### src/rtl/ibuf_pkg.sv
package ibuf_pkg;

    // window geometry
    localparam int BYTE_W     = 8;
    localparam int LANES      = 6;
    localparam int HALF       = 3;
    localparam int BANKS      = 3;
    localparam int WORD_W     = 32;
    localparam int WORD_BYTES = 4;

    // layer codes seen on cfg_layer_typ
    localparam logic [3:0] LAYER_CONV = 4'd0;
    localparam logic [3:0] LAYER_POOL = 4'd2;

    // write strobe codes
    // shift codes drop the lowest k bytes and place the rest from lane 0
    localparam logic [2:0] STRB_SHIFT0 = 3'd0;
    localparam logic [2:0] STRB_SHIFT1 = 3'd1;
    localparam logic [2:0] STRB_SHIFT2 = 3'd2;
    localparam logic [2:0] STRB_SHIFT3 = 3'd3;
    // whole word placed from lane 2 or lane 1
    localparam logic [2:0] STRB_AT2    = 3'd5;
    localparam logic [2:0] STRB_AT1    = 3'd6;

    typedef logic [BYTE_W-1:0] lane_t;

    // lane 0 is the front of the window
    typedef lane_t [LANES-1:0] window_t;

    typedef enum logic [2:0] {
        OP_HOLD,
        OP_LOAD,
        OP_STEP,
        OP_HALF,
        OP_CLEAR,
        OP_TAKE_UPPER
    } bank_op_t;

endpackage

### src/rtl/ibuf_word_align.sv
module ibuf_word_align (
    input  logic [ibuf_pkg::WORD_W-1:0] di,
    input  logic                        di_revert,
    input  logic [2:0]                  conv_wstrb,
    input  ibuf_pkg::lane_t             init,
    output ibuf_pkg::window_t           lane_data,
    output logic [ibuf_pkg::LANES-1:0]  lane_wr,
    output logic [ibuf_pkg::LANES-1:0]  lane_valid
);

    ibuf_pkg::lane_t word_byte [ibuf_pkg::WORD_BYTES];
    logic [1:0]      shift;
    logic [2:0]      start;

    // byte 0 of the word comes from the top byte when reversed
    always_comb begin
        for (int b = 0; b < ibuf_pkg::WORD_BYTES; b++) begin
            if (di_revert) begin
                word_byte[b] = di[ibuf_pkg::BYTE_W*(ibuf_pkg::WORD_BYTES-1-b) +: ibuf_pkg::BYTE_W];
            end else begin
                word_byte[b] = di[ibuf_pkg::BYTE_W*b +: ibuf_pkg::BYTE_W];
            end
        end
    end

    assign shift = conv_wstrb[1:0];
    assign start = (conv_wstrb == ibuf_pkg::STRB_AT2) ? 3'd2 : 3'd1;

    always_comb begin
        for (int i = 0; i < ibuf_pkg::LANES; i++) begin
            lane_data[i] = init;
        end
        lane_wr    = '0;
        lane_valid = '0;

        case (conv_wstrb)
            ibuf_pkg::STRB_SHIFT0, ibuf_pkg::STRB_SHIFT1,
            ibuf_pkg::STRB_SHIFT2, ibuf_pkg::STRB_SHIFT3: begin
                // the whole window is rewritten, the tail with init
                lane_wr = '1;
                for (int i = 0; i < ibuf_pkg::WORD_BYTES; i++) begin
                    if (i + int'(shift) < ibuf_pkg::WORD_BYTES) begin
                        lane_data[i]  = word_byte[i + int'(shift)];
                        lane_valid[i] = 1'b1;
                    end
                end
            end
            ibuf_pkg::STRB_AT2, ibuf_pkg::STRB_AT1: begin
                for (int i = 0; i < ibuf_pkg::WORD_BYTES; i++) begin
                    lane_data[i + int'(start)]  = word_byte[i];
                    lane_wr[i + int'(start)]    = 1'b1;
                    lane_valid[i + int'(start)] = 1'b1;
                end
            end
            // codes 4 and 7 write nothing
            default: ;
        endcase
    end

endmodule

### src/rtl/ibuf_move_ctrl.sv
module ibuf_move_ctrl (
    input  logic               enb,
    input  logic               ld_wrn,
    input  logic [3:0]         cfg_layer_typ,
    input  logic [1:0]         bank_sel,
    input  logic               conv_se_load,
    input  logic               conv_fi_load,
    output ibuf_pkg::bank_op_t bank_op [ibuf_pkg::BANKS]
);

    logic is_conv;
    logic is_pool;

    assign is_conv = (cfg_layer_typ == ibuf_pkg::LAYER_CONV);
    assign is_pool = (cfg_layer_typ == ibuf_pkg::LAYER_POOL);

    always_comb begin
        for (int b = 0; b < ibuf_pkg::BANKS; b++) begin
            bank_op[b] = ibuf_pkg::OP_HOLD;
        end

        if (enb) begin
            if (ld_wrn) begin
                // bank_sel 1..3 picks bank 0..2, 0 picks none
                if (is_conv || is_pool) begin
                    for (int b = 0; b < ibuf_pkg::BANKS; b++) begin
                        if (int'(bank_sel) == b + 1) begin
                            bank_op[b] = ibuf_pkg::OP_LOAD;
                        end
                    end
                end
            end else if (is_pool) begin
                for (int b = 0; b < ibuf_pkg::BANKS; b++) begin
                    bank_op[b] = ibuf_pkg::OP_STEP;
                end
            end else if (is_conv) begin
                case ({conv_se_load, conv_fi_load})
                    2'b11: begin
                        bank_op[0] = ibuf_pkg::OP_CLEAR;
                        bank_op[1] = ibuf_pkg::OP_HALF;
                        bank_op[2] = ibuf_pkg::OP_HALF;
                    end
                    2'b10: begin
                        // bank 1 picks up the upper half of bank 2
                        bank_op[0] = ibuf_pkg::OP_CLEAR;
                        bank_op[1] = ibuf_pkg::OP_TAKE_UPPER;
                        bank_op[2] = ibuf_pkg::OP_CLEAR;
                    end
                    2'b01: begin
                        bank_op[0] = ibuf_pkg::OP_CLEAR;
                        bank_op[1] = ibuf_pkg::OP_CLEAR;
                        bank_op[2] = ibuf_pkg::OP_HALF;
                    end
                    default: begin
                        for (int b = 0; b < ibuf_pkg::BANKS; b++) begin
                            bank_op[b] = ibuf_pkg::OP_STEP;
                        end
                    end
                endcase
            end
        end
    end

endmodule

### src/rtl/ibuf_bank_array.sv
module ibuf_bank_array (
    input  logic                       clk,
    input  logic                       resetn,
    input  ibuf_pkg::bank_op_t         bank_op [ibuf_pkg::BANKS],
    input  ibuf_pkg::window_t          lane_data,
    input  logic [ibuf_pkg::LANES-1:0] lane_wr,
    input  logic [ibuf_pkg::LANES-1:0] lane_valid,
    input  ibuf_pkg::lane_t            init,
    output ibuf_pkg::window_t          bank_data [ibuf_pkg::BANKS],
    output logic [ibuf_pkg::LANES-1:0] bank_valid [ibuf_pkg::BANKS]
);

    ibuf_pkg::window_t          data_q  [ibuf_pkg::BANKS];
    ibuf_pkg::window_t          data_d  [ibuf_pkg::BANKS];
    logic [ibuf_pkg::LANES-1:0] valid_q [ibuf_pkg::BANKS];
    logic [ibuf_pkg::LANES-1:0] valid_d [ibuf_pkg::BANKS];

    always_comb begin
        for (int b = 0; b < ibuf_pkg::BANKS; b++) begin
            data_d[b]  = data_q[b];
            valid_d[b] = valid_q[b];

            case (bank_op[b])
                ibuf_pkg::OP_LOAD: begin
                    for (int l = 0; l < ibuf_pkg::LANES; l++) begin
                        if (lane_wr[l]) begin
                            data_d[b][l]  = lane_data[l];
                            valid_d[b][l] = lane_valid[l];
                        end
                    end
                end

                ibuf_pkg::OP_STEP: begin
                    for (int l = 0; l < ibuf_pkg::LANES - 1; l++) begin
                        data_d[b][l]  = data_q[b][l+1];
                        valid_d[b][l] = valid_q[b][l+1];
                    end
                    data_d[b][ibuf_pkg::LANES-1]  = init;
                    valid_d[b][ibuf_pkg::LANES-1] = 1'b0;
                end

                ibuf_pkg::OP_HALF: begin
                    for (int l = 0; l < ibuf_pkg::HALF; l++) begin
                        data_d[b][l]  = data_q[b][l+ibuf_pkg::HALF];
                        valid_d[b][l] = valid_q[b][l+ibuf_pkg::HALF];
                        data_d[b][l+ibuf_pkg::HALF]  = init;
                        valid_d[b][l+ibuf_pkg::HALF] = 1'b0;
                    end
                end

                ibuf_pkg::OP_CLEAR: begin
                    for (int l = 0; l < ibuf_pkg::LANES; l++) begin
                        data_d[b][l] = init;
                    end
                    valid_d[b] = '0;
                end

                ibuf_pkg::OP_TAKE_UPPER: begin
                    // source is the old content of the last bank
                    for (int l = 0; l < ibuf_pkg::HALF; l++) begin
                        data_d[b][l]  = init;
                        valid_d[b][l] = 1'b0;
                        data_d[b][l+ibuf_pkg::HALF] =
                            data_q[ibuf_pkg::BANKS-1][l+ibuf_pkg::HALF];
                        valid_d[b][l+ibuf_pkg::HALF] =
                            valid_q[ibuf_pkg::BANKS-1][l+ibuf_pkg::HALF];
                    end
                end

                default: ;
            endcase
        end
    end

    always_ff @(posedge clk) begin
        if (!resetn) begin
            for (int b = 0; b < ibuf_pkg::BANKS; b++) begin
                data_q[b]  <= '0;
                valid_q[b] <= '0;
            end
        end else begin
            for (int b = 0; b < ibuf_pkg::BANKS; b++) begin
                data_q[b]  <= data_d[b];
                valid_q[b] <= valid_d[b];
            end
        end
    end

    assign bank_data  = data_q;
    assign bank_valid = valid_q;

endmodule

### src/rtl/ibuf_window_sel.sv
module ibuf_window_sel (
    input  logic [3:0]                 cfg_layer_typ,
    input  logic                       conv_se_load,
    input  logic                       conv_fi_load,
    input  logic                       do_revert,
    input  ibuf_pkg::window_t          bank_data  [ibuf_pkg::BANKS],
    input  logic [ibuf_pkg::LANES-1:0] bank_valid [ibuf_pkg::BANKS],
    output ibuf_pkg::lane_t            do_0,
    output ibuf_pkg::lane_t            do_1,
    output ibuf_pkg::lane_t            do_2,
    output logic [2:0]                 valid,
    output logic [2:0]                 nxt_valid
);

    logic is_conv;
    logic is_pool;

    assign is_conv = (cfg_layer_typ == ibuf_pkg::LAYER_CONV);
    assign is_pool = (cfg_layer_typ == ibuf_pkg::LAYER_POOL);

    always_comb begin
        do_0      = '0;
        do_1      = '0;
        do_2      = '0;
        valid     = '0;
        nxt_valid = '0;

        if (is_conv && (conv_se_load || conv_fi_load)) begin
            // three front lanes of bank 2, no lookahead
            if (do_revert) begin
                do_0  = bank_data[2][2];
                do_1  = bank_data[2][1];
                do_2  = bank_data[2][0];
                valid = {bank_valid[2][0], bank_valid[2][1], bank_valid[2][2]};
            end else begin
                do_0  = bank_data[2][0];
                do_1  = bank_data[2][1];
                do_2  = bank_data[2][2];
                valid = bank_valid[2][2:0];
            end
        end else if (is_conv || is_pool) begin
            // front byte of each bank, bank 0 in bit 0
            do_0      = bank_data[0][0];
            do_1      = bank_data[1][0];
            do_2      = bank_data[2][0];
            valid     = {bank_valid[2][0], bank_valid[1][0], bank_valid[0][0]};
            nxt_valid = {bank_valid[2][1], bank_valid[1][1], bank_valid[0][1]};
        end
    end

endmodule

### src/rtl/ibuf_top.sv
module ibuf_top (
    input  logic [3:0]                  cfg_layer_typ,
    input  logic [ibuf_pkg::WORD_W-1:0] di,
    input  ibuf_pkg::lane_t             init,
    output ibuf_pkg::lane_t             do_0,
    output ibuf_pkg::lane_t             do_1,
    output ibuf_pkg::lane_t             do_2,
    output logic [2:0]                  valid,
    output logic [2:0]                  nxt_valid,
    input  logic                        di_revert,
    input  logic                        do_revert,
    input  logic                        ld_wrn,
    input  logic [1:0]                  bank_sel,
    input  logic [2:0]                  conv_wstrb,
    input  logic                        conv_fi_load,
    input  logic                        conv_se_load,
    input  logic                        enb,
    input  logic                        clk,
    input  logic                        resetn
);

    ibuf_pkg::window_t          lane_data;
    logic [ibuf_pkg::LANES-1:0] lane_wr;
    logic [ibuf_pkg::LANES-1:0] lane_valid;
    ibuf_pkg::bank_op_t         bank_op    [ibuf_pkg::BANKS];
    ibuf_pkg::window_t          bank_data  [ibuf_pkg::BANKS];
    logic [ibuf_pkg::LANES-1:0] bank_valid [ibuf_pkg::BANKS];

    ibuf_word_align i_word_align (
        .di         (di),
        .di_revert  (di_revert),
        .conv_wstrb (conv_wstrb),
        .init       (init),
        .lane_data  (lane_data),
        .lane_wr    (lane_wr),
        .lane_valid (lane_valid)
    );

    ibuf_move_ctrl i_move_ctrl (
        .enb           (enb),
        .ld_wrn        (ld_wrn),
        .cfg_layer_typ (cfg_layer_typ),
        .bank_sel      (bank_sel),
        .conv_se_load  (conv_se_load),
        .conv_fi_load  (conv_fi_load),
        .bank_op       (bank_op)
    );

    ibuf_bank_array i_bank_array (
        .clk        (clk),
        .resetn     (resetn),
        .bank_op    (bank_op),
        .lane_data  (lane_data),
        .lane_wr    (lane_wr),
        .lane_valid (lane_valid),
        .init       (init),
        .bank_data  (bank_data),
        .bank_valid (bank_valid)
    );

    ibuf_window_sel i_window_sel (
        .cfg_layer_typ (cfg_layer_typ),
        .conv_se_load  (conv_se_load),
        .conv_fi_load  (conv_fi_load),
        .do_revert     (do_revert),
        .bank_data     (bank_data),
        .bank_valid    (bank_valid),
        .do_0          (do_0),
        .do_1          (do_1),
        .do_2          (do_2),
        .valid         (valid),
        .nxt_valid     (nxt_valid)
    );

endmodule

### config.mk
export PLATFORM = sky130hd
export DESIGN_NAME = ibuf_top
export DESIGN_NICKNAME = d
export VERILOG_FILES = /design/src/rtl/ibuf_pkg.sv /design/src/rtl/ibuf_word_align.sv /design/src/rtl/ibuf_move_ctrl.sv /design/src/rtl/ibuf_bank_array.sv /design/src/rtl/ibuf_window_sel.sv /design/src/rtl/ibuf_top.sv
export SDC_FILE = /design/constraint.sdc
export NUM_CORES = 1
export LEC_CHECK = 0
export BUFFER_PORTS_ARGS = -buffer_cell sky130_fd_sc_hd__buf_2
export CORE_ASPECT_RATIO = 1.75
export CORE_MARGIN = 3
export CORE_UTILIZATION = 50
export CTS_BUF_LIST = sky130_fd_sc_hd__clkbuf_4 sky130_fd_sc_hd__clkbuf_8
export DETAILED_ROUTE_END_ITERATION = 7
export PLACE_DENSITY = 0.77
export SYNTH_ARGS = -nofsm -noshare
export SYNTH_HDL_FRONTEND = slang
export SYNTH_SLANG_ARGS = --single-unit
### constraint.sdc
create_clock -name clk -period 4.5 [get_ports clk]
set_clock_uncertainty 0.05 [all_clocks]
set_input_delay 1.125 -clock clk [delete_from_list [all_inputs] [get_ports clk]]
set_output_delay 1.125 -clock clk [all_outputs]
set_load 0.03 [all_outputs]
; After elaboration in Yosys (flattened, before gate mapping)
; Index checks and enable logic that the tools add are counted.
[word_totals]
latch_bits = 0
mem_bits_rw = 0
rom_bits = 0
mem_count = 0
in_bits = 57
reg_bits = 162
[op_classes]
reduce_logical = 33
magnitude_cmp = 16
muxes = 90
addsub = 6
div_mod_pow = 0
eq_ne = 45
n_mul = 0
bitwise = 8
shift = 0
[ops]
columns = operator, n
row1 = $pmux 48 s5, 3
row2 = $mux 8, 34
row3 = $bwmux 48, 4
row4 = $ge 32x3->1 const B, 4
row5 = $demux 8 s3, 4
row6 = $ge 32x1->1 const B, 3
row7 = $lt 32x4->1 const B, 3
row8 = $lt 32x5->1 const B, 3
row9 = $not 32->32, 3
row10 = $pmux 6 s5, 3
row11 = $bmux 8 s2, 4
row12 = $pmux 32 s2, 1
row13 = $mux 9, 5
row14 = $ne 2x1->1 const B, 18
row15 = $not 2->32, 1
row16 = $reduce_and 2->1, 15
row17 = $pmux 9 s3, 1
row18 = $eq 3x2->1 const B, 8
row19 = $eq 3x3->1 const B, 8
row20 = $or 6x6->6, 3
row21 = $mux 1, 17
row22 = $mux 16, 1
row23 = $mux 3, 5
row24 = $reduce_bool 5->1, 3
row25 = other kinds (24), 44

; Logic depth before layout (Yosys ltp)
[logic_depth]
ltp_word = 13
depth_mapped = 14
ltp_nobuf = 8

; By module
; Synthesis repeated with hierarchy kept, for this count alone.
[hier_totals]
hier_cells = 1698
hier_area_um2 = 13524.2
[by_module_without_submodules]
columns = module, area_per_inst_um2, cells_per_inst, seq_area_each_um2, instances
row1 = ibuf_bank_array, 10171.0, 1225, 3243.1, 1
row2 = ibuf_word_align, 2610.0, 374, 0.0, 1
row3 = ibuf_window_sel, 544.3, 73, 0.0, 1
row4 = ibuf_move_ctrl, 198.9, 26, 0.0, 1

; Worst setup path after synthesis
; OpenSTA, ideal clock, no wires.
[synth_path]
kind = input -> output
start = in conv_fi_load
end = out do_2[0]
path_slack_ns = 0.187
arrival_time_ns = 3.138
path_buffers = 3
required_time_ns = 3.325
stages = 9
path_cell_list = inv_1 -> ha_1 -> or2_2 -> buf_2 -> clkbuf_1 -> clkbuf_1 -> nor2_1 -> nand2_1 -> a21oi_1
[synth_via]
elab_chain_cells = 3
[synth_rtl]
columns = element, line_no
row1 = "start, declared", ibuf_top.sv:15  ; input logic conv_fi_load,
row2 = $logic_or 1x1->1, ibuf_window_sel.sv:28  ; if (is_conv && (conv_se_load || conv_fi_load)) begin
row3 = $logic_and 1x1->1, ibuf_window_sel.sv:28
row4 = $mux 8, ibuf_window_sel.sv:28
row5 = "end, declared", ibuf_top.sv:7  ; output ibuf_pkg::lane_t do_2,
; No other way between the ends.

; Worst setup path in the final report
; Same ends and word-level chain as after synthesis.

==> qor.csv <==
stage;metric;value;unit
power_and_ir_drop;ir_worst_vdd;0.1635;mV
timing;slew_headroom;4.307;%
global_route;antenna_found_initial;3;
timing;rsz0062_at_grt;no;
critical_path;endpoint_kind;output pin;
critical_path;rrSetupSlack;2860;ps
timing;hold_viol;0;
clock_network;cts_root_buf;clkbuf_8;
floorplanning;row_count;74;
clock_network;cts_hold_buffers;0;
floorplanning;die-area;25710;µm²
drt;viasPerCell;7.034;
clock_network;cts_tree;done;
floorplanning;floorplan.initialDensity;50.89;%
min_path;hold_path_class;flip-flop to flip-flop;
placement;gp_congestion;1.109;
run_status;status;complete, but fails checks;
synthesis;ys_warn_count;0;
critical_path;cp.required;3320;ps
cells_and_area;nNetsFinal;1663;
cells_and_area;design_area;13160;µm²
global_route;grt_max_degree;75;
cells_and_area;fin_util;56.39;%
floorplanning;die_w;122.5;µm
run_status;failed_checks;design-rule violations;
clock_network;clk_path_buf_depth;2;
synthesis;synth_enable_flop_cells;0;
synthesis;synthesis.nets;1621;
drt;vias;13460;
drt;drc;1;
power_and_ir_drop;powerDensity;276.7;nW/µm²
critical_path;worstPathArrival;2810;ps
placement;io_buffers;86;
clock_network;cts_made_buffers;17;
drt;routedWlPerCell;29.39;µm
synthesis;synth_area_per_cell;7.636;µm²
synthesis;syn-instance-count;1555;
synthesis;synth_seq_cells;162;
global_route;grt_pass1_wl;82.73;mm
critical_path;start_kind;primary input;
timing;tns;0;ps
synthesis;synth_ff_type;dfxtp_1;
clock_network;cts_sinks;162;
critical_path;path_class;primary input to output pin;
clock_network;post_cts_resized;0;
floorplanning;core;23330;µm²
global_route;grt_pass1_vias;12920;
clock_network;clkTransAtPathRegs;100;ps
placement;hpwlAfterDp;40.99;mm
power_and_ir_drop;p_leak;4.811;nW
timing;slew_violations;0;
floorplanning;pin_count;87;
cells_and_area;area_growth;10.80;%
clock_network;clk_latency;530;ps
synthesis;ys_async_sr_fraction;0;%
drt;drtIter0Drc;1721;
flow_run;maxCapViolations;0;
timing;min_period_over_period;88.65;%
timing;tightest_slew;1435;ps
power_and_ir_drop;finalPower;0.003641;W
global_route;grt.total_usage;43.88;%
floorplanning;die_h;209.9;µm
timing;period_needed;3989;ps
synthesis;ys_seq_area_share;27.31;%
clock_network;post_cts_buffers;0;
placement;dpl-instance-area;12720;µm²
drt;wl;56.24;mm
timing;whs;405.5;ps
critical_path;worstPathMaxFanout;9;
timing;fmax;250.7;MHz
drt;firstDrtPassIters;8;
global_route;overflow;0;
cells_and_area;antenna_cells;0;
drt;final_antenna_net_count;0;
synthesis;synth_area;11870;µm²
cells_and_area;drive_above_1_share;18.94;%
clock_network;htreeDepth;4;
synthesis;yosysUniqueCellTypes;78;
timing;setup_viol;0;
-- area by class of cell --
class | count | area [µm²]
flip-flops and latches | 162 | 3243
well taps | 304 | 380.4
multi-input cells | 1237 | 7999
clock inverters | 14 | 192.7
fillers | 2253 | 10180
clock buffers | 18 | 241.5
repair buffers | 164 | 1044
inverters | 15 | 56.30
-- where the power goes --
part / switching, W / internal [W]
Combinational: 0.000625 / 0.000302
Clock: 0.000649 / 0.000574
Sequential: 0.0000316 / 0.00146
Total: 0.00131 / 0.00234
-- worst max-delay path, cell delays in order --
cell and delay, ps:
buf_2 100, inv_1 70, ha_1 270, or2_2 310, nor2_1 460, nand2_1 110, a21oi_1 140, buf_2 220
-- metal layers --
layer	part of all wire, %	global-route usage, %	vias to the layer above
met5	0.041	0	-
met4	13	44.86	4
met3	12	14.59	382
met2	43	65.14	1003
met1	32	46.61	6187
li1	-	-	5888
-- synth_stat cells, types with 12 or more instances --
library cell    n  area (µm²)
nand2_1       266       998.5
a21oi_1       171       855.8
dfxtp_1       162        3243
nor2_1        134       503.0
clkbuf_1       95       356.6
o21ai_0        88       440.4
mux2i_1        65       650.6
a211oi_1       51       382.9
nand3_1        44       220.2
mux2_2         37       416.7
mux4_2         34       765.7
a31oi_1        29       181.4
o22ai_1        26       162.7
buf_2          23       115.1
nor3_1         23       115.1
o21a_1         18       135.1
a22oi_1        15       112.6
a221o_1        14       140.1
buf_1          14       52.55
a221oi_1       12       105.1
and3_1         12       75.07
inv_1          12       45.04
o211ai_1       12       90.09
-- registers in the layout, summed over array words and instances (netlist names) --
register	flops
i_bank_array.bank_valid	18
i_bank_array.bank_data	144
-- final timing paths --
| path | from | endpoint | cells after the start |
|---|---|---|---|
| worst min register to register | i_bank_array.bank_data[96]$_SDFFE_PN0P_ | i_bank_array.bank_data[96]$_SDFFE_PN0P_ | 2 |
| worst max register to register | i_bank_array.bank_data[119]$_SDFFE_PN0P_ | i_bank_array.bank_data[111]$_SDFFE_PN0P_ | 3 |
| worst max-delay path | conv_fi_load | do_2[0] | 8 |
| worst min-delay path | i_bank_array.bank_data[96]$_SDFFE_PN0P_ | i_bank_array.bank_data[96]$_SDFFE_PN0P_ | 2 |
-- placed cells by master, fill, tap and decap left out, drive strengths merged, types with 14 or more instances in the layout --
cell type    n
a31oi       29
nor2       139
o21a        18
clkbuf      18
a221o       14
mux4        34
a22oi       15
o22ai       26
inv         20
nor3        25
mux2i       65
nand3       44
o21ai       92
nand2      266
mux2        37
dfxtp      162
a21oi      171
buf        164
a211oi      55
-- through the flow --
| stage | worst slack (ps) | instances |
|---|---|---|
| CTS | 515.1 | 1914 |
| finish | 510.9 | 1914 |
| global placement | 210.1 | 1882 |
| global route | 332.6 | 1914 |
| detailed placement | 155.7 | 1882 |
| floorplan | 186.9 | 1555 |
-- cell families after synthesis --
family | count (synthesis) | synth area share [%]
AND/OR/NAND/NOR | 540 | 19.74
flip-flops | 162 | 27.31
multiplexers | 136 | 15.44
adder cells (fa/ha/maj) | 9 | 0.9484
AO/OA/AOI/OAI | 550 | 30.87
XOR/XNOR | 2 | 0.1476
buffers and inverters | 156 | 5.543
Note: power is estimated with default switching activity, not from simulation.
